[src/rtl/id_pkg.sv]
package id_pkg;

    // ********************
    // widths
    // ********************
    localparam int word_w    = 32;
    localparam int reg_aw    = 5;
    localparam int reg_count = 32;
    localparam int op_w      = 6;
    localparam int imm_w     = 16;
    localparam int index_w   = 26;
    localparam int alu_w     = 9;

    // instruction field positions (lsb of each field)
    localparam int op_lsb = 26;
    localparam int rs_lsb = 21;
    localparam int rt_lsb = 16;
    localparam int rd_lsb = 11;

    typedef logic [word_w-1:0] word_t;
    typedef logic [reg_aw-1:0] reg_addr_t;
    typedef logic [alu_w-1:0]  alu_op_t;
    typedef logic [1:0]        src1_sel_t;
    typedef logic [1:0]        src2_sel_t;

    // one-hot alu operation bit positions
    localparam int alu_add  = 0;
    localparam int alu_sub  = 1;
    localparam int alu_slt  = 2;
    localparam int alu_sltu = 3;
    localparam int alu_and  = 4;
    localparam int alu_or   = 5;
    localparam int alu_xor  = 6;
    localparam int alu_nor  = 7;
    localparam int alu_lui  = 8;

    // operand selector codes
    localparam src1_sel_t src1_rs       = 2'd0;
    localparam src1_sel_t src1_pc       = 2'd1;
    localparam src2_sel_t src2_rt       = 2'd0;
    localparam src2_sel_t src2_imm_sext = 2'd1;
    localparam src2_sel_t src2_imm_zext = 2'd2;
    localparam src2_sel_t src2_const8   = 2'd3;

    // ********************
    // opcodes and function codes
    // ********************
    localparam logic [op_w-1:0] op_special = 6'h00;
    localparam logic [op_w-1:0] op_j       = 6'h02;
    localparam logic [op_w-1:0] op_jal     = 6'h03;
    localparam logic [op_w-1:0] op_beq     = 6'h04;
    localparam logic [op_w-1:0] op_bne     = 6'h05;
    localparam logic [op_w-1:0] op_addiu   = 6'h09;
    localparam logic [op_w-1:0] op_andi    = 6'h0c;
    localparam logic [op_w-1:0] op_ori     = 6'h0d;
    localparam logic [op_w-1:0] op_xori    = 6'h0e;
    localparam logic [op_w-1:0] op_lui     = 6'h0f;
    localparam logic [op_w-1:0] op_lw      = 6'h23;
    localparam logic [op_w-1:0] op_sw      = 6'h2b;

    localparam logic [op_w-1:0] fn_jr   = 6'h08;
    localparam logic [op_w-1:0] fn_addu = 6'h21;
    localparam logic [op_w-1:0] fn_subu = 6'h23;
    localparam logic [op_w-1:0] fn_and  = 6'h24;
    localparam logic [op_w-1:0] fn_or   = 6'h25;
    localparam logic [op_w-1:0] fn_xor  = 6'h26;
    localparam logic [op_w-1:0] fn_nor  = 6'h27;
    localparam logic [op_w-1:0] fn_slt  = 6'h2a;
    localparam logic [op_w-1:0] fn_sltu = 6'h2b;

    // link register for jal
    localparam reg_addr_t reg_link = 5'd31;

    // ********************
    // buses
    // ********************
    typedef struct packed {
        logic  valid;
        word_t pc;
    } if_to_id_t;

    typedef struct packed {
        logic      we;
        reg_addr_t waddr;
        word_t     wdata;
    } rf_write_t;

    typedef struct packed {
        alu_op_t   alu_op;
        src1_sel_t src1_sel;
        src2_sel_t src2_sel;
        logic      mem_en;
        logic      mem_we;
        logic      rf_we;
        reg_addr_t rf_waddr;
        logic      sel_rf_res;
    } ctrl_t;

    typedef struct packed {
        word_t pc;
        word_t inst;
        ctrl_t ctrl;
        word_t rs_val;
        word_t rt_val;
    } id_to_ex_t;

    typedef struct packed {
        logic  taken;
        word_t target;
    } branch_t;

endpackage

[src/rtl/id_branch_unit.sv]
`timescale 1ns/100ps

module id_branch_unit (
    input  id_pkg::word_t   pc,
    input  id_pkg::word_t   inst,
    input  id_pkg::word_t   rs_val,
    input  id_pkg::word_t   rt_val,
    output id_pkg::branch_t branch
);

    logic [id_pkg::op_w-1:0] opcode;
    logic [id_pkg::op_w-1:0] funct;
    id_pkg::word_t           pc_plus_4;
    id_pkg::word_t           br_target;
    id_pkg::word_t           jmp_target;

    assign opcode    = inst[id_pkg::op_lsb +: id_pkg::op_w];
    assign funct     = inst[id_pkg::op_w-1:0];
    assign pc_plus_4 = pc + 32'd4;

    // pc-relative, word offset
    assign br_target = pc_plus_4 + {{(id_pkg::word_w-id_pkg::imm_w-2){inst[id_pkg::imm_w-1]}},
                                    inst[id_pkg::imm_w-1:0], 2'b00};

    // stays inside the current 256 MB region
    assign jmp_target = {pc_plus_4[id_pkg::word_w-1 -: 4], inst[id_pkg::index_w-1:0], 2'b00};

    always_comb begin
        branch = '0;
        case (opcode)
            id_pkg::op_beq: begin
                branch.taken  = (rs_val == rt_val);
                branch.target = br_target;
            end
            id_pkg::op_bne: begin
                branch.taken  = (rs_val != rt_val);
                branch.target = br_target;
            end
            id_pkg::op_j, id_pkg::op_jal: begin
                branch.taken  = 1'b1;
                branch.target = jmp_target;
            end
            id_pkg::op_special: begin
                if (funct == id_pkg::fn_jr) begin
                    branch.taken  = 1'b1;
                    branch.target = rs_val;
                end
            end
            default: ;
        endcase
    end

endmodule

[src/rtl/id_ctrl_decode.sv]
`timescale 1ns/100ps

module id_ctrl_decode (
    input  id_pkg::word_t inst,
    output id_pkg::ctrl_t ctrl
);

    logic [id_pkg::op_w-1:0] opcode;
    logic [id_pkg::op_w-1:0] funct;
    id_pkg::reg_addr_t       rt;
    id_pkg::reg_addr_t       rd;

    assign opcode = inst[id_pkg::op_lsb +: id_pkg::op_w];
    assign funct  = inst[id_pkg::op_w-1:0];
    assign rt     = inst[id_pkg::rt_lsb +: id_pkg::reg_aw];
    assign rd     = inst[id_pkg::rd_lsb +: id_pkg::reg_aw];

    always_comb begin
        ctrl = '0;
        case (opcode)
            // ********************
            // r-type alu
            // ********************
            id_pkg::op_special: begin
                case (funct)
                    id_pkg::fn_addu: ctrl.alu_op[id_pkg::alu_add]  = 1'b1;
                    id_pkg::fn_subu: ctrl.alu_op[id_pkg::alu_sub]  = 1'b1;
                    id_pkg::fn_and:  ctrl.alu_op[id_pkg::alu_and]  = 1'b1;
                    id_pkg::fn_or:   ctrl.alu_op[id_pkg::alu_or]   = 1'b1;
                    id_pkg::fn_xor:  ctrl.alu_op[id_pkg::alu_xor]  = 1'b1;
                    id_pkg::fn_nor:  ctrl.alu_op[id_pkg::alu_nor]  = 1'b1;
                    id_pkg::fn_slt:  ctrl.alu_op[id_pkg::alu_slt]  = 1'b1;
                    id_pkg::fn_sltu: ctrl.alu_op[id_pkg::alu_sltu] = 1'b1;
                    default: ;
                endcase
                // jr and unknown functs leave alu_op clear and write nothing
                if (ctrl.alu_op != '0) begin
                    ctrl.src1_sel = id_pkg::src1_rs;
                    ctrl.src2_sel = id_pkg::src2_rt;
                    ctrl.rf_we    = 1'b1;
                    ctrl.rf_waddr = rd;
                end
            end
            // ********************
            // immediate alu
            // ********************
            id_pkg::op_addiu: begin
                ctrl.alu_op[id_pkg::alu_add] = 1'b1;
                ctrl.src2_sel = id_pkg::src2_imm_sext;
            end
            id_pkg::op_andi: begin
                ctrl.alu_op[id_pkg::alu_and] = 1'b1;
                ctrl.src2_sel = id_pkg::src2_imm_zext;
            end
            id_pkg::op_ori: begin
                ctrl.alu_op[id_pkg::alu_or] = 1'b1;
                ctrl.src2_sel = id_pkg::src2_imm_zext;
            end
            id_pkg::op_xori: begin
                ctrl.alu_op[id_pkg::alu_xor] = 1'b1;
                ctrl.src2_sel = id_pkg::src2_imm_zext;
            end
            id_pkg::op_lui: begin
                ctrl.alu_op[id_pkg::alu_lui] = 1'b1;
                ctrl.src2_sel = id_pkg::src2_imm_sext;
            end
            // memory, address is rs + sext(imm)
            id_pkg::op_lw: begin
                ctrl.alu_op[id_pkg::alu_add] = 1'b1;
                ctrl.src2_sel   = id_pkg::src2_imm_sext;
                ctrl.mem_en     = 1'b1;
                ctrl.sel_rf_res = 1'b1;
            end
            id_pkg::op_sw: begin
                ctrl.alu_op[id_pkg::alu_add] = 1'b1;
                ctrl.src2_sel = id_pkg::src2_imm_sext;
                ctrl.mem_en   = 1'b1;
                ctrl.mem_we   = 1'b1;
            end
            // link value is pc + 8
            id_pkg::op_jal: begin
                ctrl.alu_op[id_pkg::alu_add] = 1'b1;
                ctrl.src1_sel = id_pkg::src1_pc;
                ctrl.src2_sel = id_pkg::src2_const8;
                ctrl.rf_we    = 1'b1;
                ctrl.rf_waddr = id_pkg::reg_link;
            end
            default: ;
        endcase
        // i-type results go to rt
        if (opcode inside {id_pkg::op_addiu, id_pkg::op_andi, id_pkg::op_ori,
                           id_pkg::op_xori, id_pkg::op_lui, id_pkg::op_lw}) begin
            ctrl.rf_we    = 1'b1;
            ctrl.rf_waddr = rt;
        end
    end

endmodule

[src/rtl/id_inst_latch.sv]
`timescale 1ns/100ps

module id_inst_latch (
    input  logic              clk,
    input  logic              rst,
    input  logic              stall_if,
    input  logic              stall_id,
    input  id_pkg::if_to_id_t if_to_id,
    input  id_pkg::word_t     inst_rdata,
    output id_pkg::word_t     pc,
    output id_pkg::word_t     inst
);

    id_pkg::if_to_id_t if_id_r;
    id_pkg::word_t     slot;
    logic              slot_valid;

    always_ff @(posedge clk) begin
        if (rst) begin
            if_id_r    <= '0;
            slot_valid <= 1'b0;
        end else if (!stall_if) begin
            if_id_r    <= if_to_id;
            slot_valid <= 1'b0;
        end else if (!stall_id) begin
            // fetch held, decode moves on: bubble
            if_id_r    <= '0;
            slot_valid <= 1'b0;
        end else if (!slot_valid) begin
            slot_valid <= 1'b1;
        end
    end

    // capture sram data once when both stages stall
    always_ff @(posedge clk) begin
        if (stall_if && stall_id && !slot_valid) begin
            slot <= inst_rdata;
        end
    end

    assign pc = if_id_r.pc;

    // invalid entry decodes as all-zero, a true no-op
    assign inst = !if_id_r.valid ? '0 :
                  slot_valid     ? slot : inst_rdata;

endmodule

[src/rtl/id_operand_bypass.sv]
`timescale 1ns/100ps

module id_operand_bypass (
    input  id_pkg::reg_addr_t src_addr,
    input  id_pkg::word_t     rf_data,
    input  id_pkg::rf_write_t ex_fwd,
    input  id_pkg::rf_write_t mem_fwd,
    input  id_pkg::rf_write_t wb_fwd,
    input  logic              ex_is_load,
    output id_pkg::word_t     operand,
    output logic              load_hazard
);

    logic hit_ex;
    logic hit_mem;
    logic hit_wb;

    assign hit_ex  = ex_fwd.we  && (ex_fwd.waddr  == src_addr);
    assign hit_mem = mem_fwd.we && (mem_fwd.waddr == src_addr);
    assign hit_wb  = wb_fwd.we  && (wb_fwd.waddr  == src_addr);

    // newest producer wins
    assign operand = hit_ex  ? ex_fwd.wdata  :
                     hit_mem ? mem_fwd.wdata :
                     hit_wb  ? wb_fwd.wdata  : rf_data;

    // load data in ex is not ready yet, so the ex bypass value is wrong
    assign load_hazard = ex_is_load && hit_ex;

endmodule

[src/rtl/id_regfile.sv]
`timescale 1ns/100ps

module id_regfile (
    input  logic              clk,
    input  id_pkg::reg_addr_t raddr [2],
    output id_pkg::word_t     rdata [2],
    input  id_pkg::rf_write_t wr
);

    id_pkg::word_t regs [id_pkg::reg_count];

    // writeback port
    always_ff @(posedge clk) begin
        if (wr.we && (wr.waddr != '0)) begin
            regs[wr.waddr] <= wr.wdata;
        end
    end

    // two asynchronous read ports, $zero forced
    always_comb begin
        for (int i = 0; i < 2; i++) begin
            if (raddr[i] == '0) begin
                rdata[i] = '0;
            end else begin
                rdata[i] = regs[raddr[i]];
            end
        end
    end

endmodule

[src/rtl/id_stage.sv]
`timescale 1ns/100ps

module id_stage (
    input  logic              clk,
    input  logic              rst,
    input  logic              stall_if,
    input  logic              stall_id,
    input  id_pkg::if_to_id_t if_to_id,
    input  id_pkg::word_t     inst_rdata,
    input  id_pkg::rf_write_t ex_fwd,
    input  id_pkg::rf_write_t mem_fwd,
    input  id_pkg::rf_write_t wb_fwd,
    input  logic              ex_is_load,
    output id_pkg::id_to_ex_t id_to_ex,
    output id_pkg::branch_t   branch,
    output logic              stall_for_load
);

    id_pkg::word_t     id_pc;
    id_pkg::word_t     id_inst;
    id_pkg::reg_addr_t src_addr [2];
    id_pkg::word_t     rf_rdata [2];
    id_pkg::word_t     operand [2];
    logic              load_hazard [2];
    id_pkg::ctrl_t     ctrl;

    id_inst_latch u_inst_latch (
        .clk        (clk),
        .rst        (rst),
        .stall_if   (stall_if),
        .stall_id   (stall_id),
        .if_to_id   (if_to_id),
        .inst_rdata (inst_rdata),
        .pc         (id_pc),
        .inst       (id_inst)
    );

    // index 0 is rs, 1 is rt
    assign src_addr[0] = id_inst[id_pkg::rs_lsb +: id_pkg::reg_aw];
    assign src_addr[1] = id_inst[id_pkg::rt_lsb +: id_pkg::reg_aw];

    id_regfile u_regfile (
        .clk   (clk),
        .raddr (src_addr),
        .rdata (rf_rdata),
        .wr    (wb_fwd)
    );

    for (genvar g = 0; g < 2; g++) begin : g_bypass
        id_operand_bypass u_bypass (
            .src_addr    (src_addr[g]),
            .rf_data     (rf_rdata[g]),
            .ex_fwd      (ex_fwd),
            .mem_fwd     (mem_fwd),
            .wb_fwd      (wb_fwd),
            .ex_is_load  (ex_is_load),
            .operand     (operand[g]),
            .load_hazard (load_hazard[g])
        );
    end

    id_ctrl_decode u_ctrl_decode (
        .inst (id_inst),
        .ctrl (ctrl)
    );

    id_branch_unit u_branch_unit (
        .pc     (id_pc),
        .inst   (id_inst),
        .rs_val (operand[0]),
        .rt_val (operand[1]),
        .branch (branch)
    );

    assign stall_for_load = load_hazard[0] | load_hazard[1];

    assign id_to_ex = '{pc: id_pc, inst: id_inst, ctrl: ctrl,
                        rs_val: operand[0], rt_val: operand[1]};

endmodule

[config.mk]
export PLATFORM = sky130hd
export DESIGN_NAME = id_stage
export DESIGN_NICKNAME = d
export VERILOG_FILES = /design/src/rtl/id_pkg.sv /design/src/rtl/id_branch_unit.sv /design/src/rtl/id_ctrl_decode.sv /design/src/rtl/id_inst_latch.sv /design/src/rtl/id_operand_bypass.sv /design/src/rtl/id_regfile.sv /design/src/rtl/id_stage.sv
export SDC_FILE = /design/constraint.sdc
export NUM_CORES = 2
export LEC_CHECK = 0
export BUFFER_PORTS_ARGS = -buffer_cell sky130_fd_sc_hd__buf_2
export CELL_PAD_IN_SITES_DETAIL_PLACEMENT = 1
export CELL_PAD_IN_SITES_GLOBAL_PLACEMENT = 2
export CORE_ASPECT_RATIO = 1.75
export CORE_MARGIN = 2
export CORE_UTILIZATION = 41
export DETAILED_ROUTE_END_ITERATION = 8
export PLACE_DENSITY_LB_ADDON = 0.1
export SYNTH_ARGS = -nofsm -noshare
export SYNTH_HDL_FRONTEND = slang
export SYNTH_HIERARCHICAL = 1
export SYNTH_SLANG_ARGS = --single-unit
[constraint.sdc]
create_clock -name clk -period 3.7 [get_ports clk]
set_input_delay 0.185 -clock clk [delete_from_list [all_inputs] [get_ports clk]]
set_output_delay 0.185 -clock clk [all_outputs]
set_load 0.02 [all_outputs]
==> flow_summary.toml <==
[layout]
final_cell_area_um2 = 80100
area_growth_pct = 36.3
nets = 5307
drive_gt1_share_pct = 50.3

[sta]
timing.final.max_slew_violations = 0
fmax_mhz = 184
slew-limit-headroom_pct = 37.3
clock_skew_ns = 0.0371
tns_ns = -75.20
final.setup.worst_slack_ns = -1.75
period_minus_slack_ns = 5.45
tightestPinTransition_ns = 0.938
min_period_over_period_pct = 147
setup_viol = 98
rsz0062_at_grt = "true"
finalHoldViolCount = 0

[clock_network]
clk_pin_slew_ns = 0.07
cts_tree = "built"
cts_sinks = 1090
h-tree-depth = 3
cts_max_path_buffers = 3
cts-root-buf = "clkbuf_16"
clock_latency_ns = 0.75
cts_made_buffers = 105

[critical_path]
slowest_delay_ns = 0.49
crit_required_ns = 3.51
crit_chain = "mux2i_4 > nor2b_4 > buf_12 > buf_16 > buf_12 > buf_6 > mux4_2 > mux2_4 > a221oi_4 > a211oi_2 > a221oi_4 > buf_6 > o31ai_4 > xor2_1 > nor4_1 > nand4_1 > nor2_2 > xnor2_1 > o21ai_2 > buf_6"
critPathKind = "reg -> out"
cp.buffers_inverters = 6
cp_slowest_cell = "mux4_2"
cp-end-kind = "primary output"
start_kind = "flop"
reg2reg_to = "u_inst_latch/slot[28]"
cp_top_family = "multiplexers"
r2r_setup_slack_ns = 1.58
worstPathMaxFanout = 6
crit_top_cell = "buf_6"
r2r_cells = 3
r2r_start = "u_inst_latch/slot_valid"
crit_arrival_ns = 5.26

[placement]
numPortBuffers = 366
place_hpwl_um = 185000
postPlaceCellArea_um2 = 68900
gp_congestion = 0.961

[floorplanning]
coreArea_um2 = 142000
start_util_pct = 41.3
dieArea_um2 = 147000
die_h_um = 505
die_w_um = 290
io-pin-count = 368
row_count = 183

[min_path]
min_from = "wb_fwd[15]"
hold_depth = 2
min_to = "u_regfile/regs[1][15]"
hold_path_class = "in -> reg"

[route]
wl_per_cell_um = 38.6
drc = 0
drt_pass1_iterations = 5
vias = 45100
wirelength_um = 272000
drt_iter0_markers = 4258
detail-route-antenna-nets = 0
avgViaCountPerCell = 6.41

[global_routing]
first_global_vias = 46400
grt_use_total_pct = 35.4
antenna_found_initial = 22
grt_overflow = 0
grt_pass1_wl_um = 363000
grt_max_degree = 67

[yosys]
synthFlopType = "edfxtp_1"
netlist_area_um2 = 58800
synth_top_area_share_pct = 53.9
yosysTopAreaCell = "edfxtp_1"
synthTopCellsByArea = "edfxtp_1, mux4_2, mux2i_1, a221oi_2, mux4_1"
avgSynthCellArea_um2 = 15.4
synth_cell_types = 98
yosysWarnings = 6
ys_seq_area_share_pct = 55.1
netlist_instances = 3809
synthArstFlopShare_pct = 0
synth_seq_cells = 1090
synth.most_common_cell = "edfxtp_1"
synthTopCellsByCount = "edfxtp_1, mux2i_1, mux4_2, nand2_1, clkbuf_1"
synth-edff-count = 1056

[pwr]
power.density_nw_per_um2 = 380
ir_drop_v = 0.000357
p_leak_nw = 27.5

[job]
maxCapViolCount = 0

[status]
violations = "setup timing"
status = "finished, violations left"
-- per-stage QoR --
step | power, W | std cells | hold slack [ns] | utilization, % | setup WS [ns]
6_report | 0.0304 | 7044 | 0.0358 | 56.3 | -1.75
4_1_cts | 0.0299 | 6819 | 0.00464 | 53.1 | -1.74
3_5_place_dp | 0.0183 | 6461 | 0.379 | 48.4 | -1.72
5_1_grt | 0.0311 | 7038 | 0.0157 | 56.3 | -1.81
3_3_place_gp | 0.0183 | 6461 | 0.380 | 48.4 | -1.73
2_1_floorplan | 0.0161 | 3840 | 0.284 | - | -0.399
-- layer usage --
layer  GRT usage (%)  wire length (um)  vias up
li1                -                 -    18200
met1            39.4             93100    23600
met2            62.6            137000     2452
met3            5.99             19700      856
met4            22.7             22400       12
met5               0                80        -
-- worst register-to-register path: cells and delay by family, from the launching register on --
kind | cells | cell delay [ns]
simple gates | 1 | 0.76
buf+inv | 2 | 0.66
flops | 1 | 0.39
-- flip-flops by register name, indices dropped and copies added (netlist names) --
signal                   cells
u_inst_latch/if_id_r         1
u_inst_latch/pc             32
u_inst_latch/slot           32
u_inst_latch/slot_valid      1
u_regfile/regs            1024
-- power by group --
part,switching [W],internal (W),leakage [nW]
clock,0.00509,0.00620,1.72
sequential,0.000114,0.0137,9.83
combinational,0.00293,0.00235,15.9
-- cell type report --
cell class / count / area, um2
Clock buffer: 118 / 2700
Multi-Input combinational cell: 2376 / 27300
Fill cell: 13400 / 62100
Sequential cell: 1090 / 32400
Timing Repair Buffer: 1489 / 14400
Tap cell: 1850 / 2310
Inverter: 25 / 95.1
Antenna cell: 16 / 40.0
Clock inverter: 80 / 836
-- worst max path at each step --
stage | from | end | slack, ns | cells past startpoint
2_1_floorplan | u_inst_latch/slot_valid | branch[32] | -0.40 | 18
3_3_place_gp | u_inst_latch/slot_valid | branch[32] | -1.73 | 18
3_5_place_dp | u_inst_latch/slot_valid | branch[32] | -1.72 | 18
4_1_cts | u_inst_latch/slot_valid | branch[32] | -1.74 | 21
5_1_grt | u_inst_latch/slot_valid | branch[32] | -1.81 | 19
6_report | u_inst_latch/slot_valid | branch[32] | -1.75 | 20
-- cell usage in the layout (no fill, tap or decap), types with 31 or more instances in the layout --
cell / n
a22oi_2: 33
buf_2: 293
o221ai_1: 36
mux2_4: 37
buf_12: 175
and3_2: 60
mux4_2: 347
nor2_4: 36
a21oi_1: 50
a22oi_1: 54
dlygate4sd3_1: 90
mux2i_1: 338
buf_6: 171
nor2_1: 96
a211oi_2: 36
edfxtp_1: 1056
a221oi_4: 44
a21oi_2: 43
clkbuf_16: 124
nor2b_1: 53
nand3_1: 31
nand4_1: 47
ha_1: 34
clkinv_2: 32
nand2_1: 184
xnor2_1: 42
dfxtp_1: 33
nand3_2: 32
buf_4: 689
o21ai_0: 39
o31ai_4: 54
conb_1: 33
xor2_1: 57
a221oi_2: 65
nand2b_1: 41
-- cell families (layout without fill, tap and decap cells) --
group,after synthesis,after routing,synth area share (%)
muxes,771,771,21.0
and+or+nand+nor,718,718,6.86
DFF,1090,1090,55.1
other,2,49,0.0128
AOI/OAI and AO/OA,707,707,10.4
adders and majority gates,36,36,0.779
buffers and inverters,374,1712,4.16
xor gates and xnor gates,111,111,1.68
-- timing repair --
action | CTS | global route
pin swaps | 58 | 150
endpoints found under the setup margin | 112 | 116
hold endpoints to repair | 611 | 0
buffers inserted | 68 | 220
hold buffers | 90 | 0
gates resized for setup | 289 | 606
cloned | 4 | 19
No activity file was read; power rests on OpenSTA's default activity.
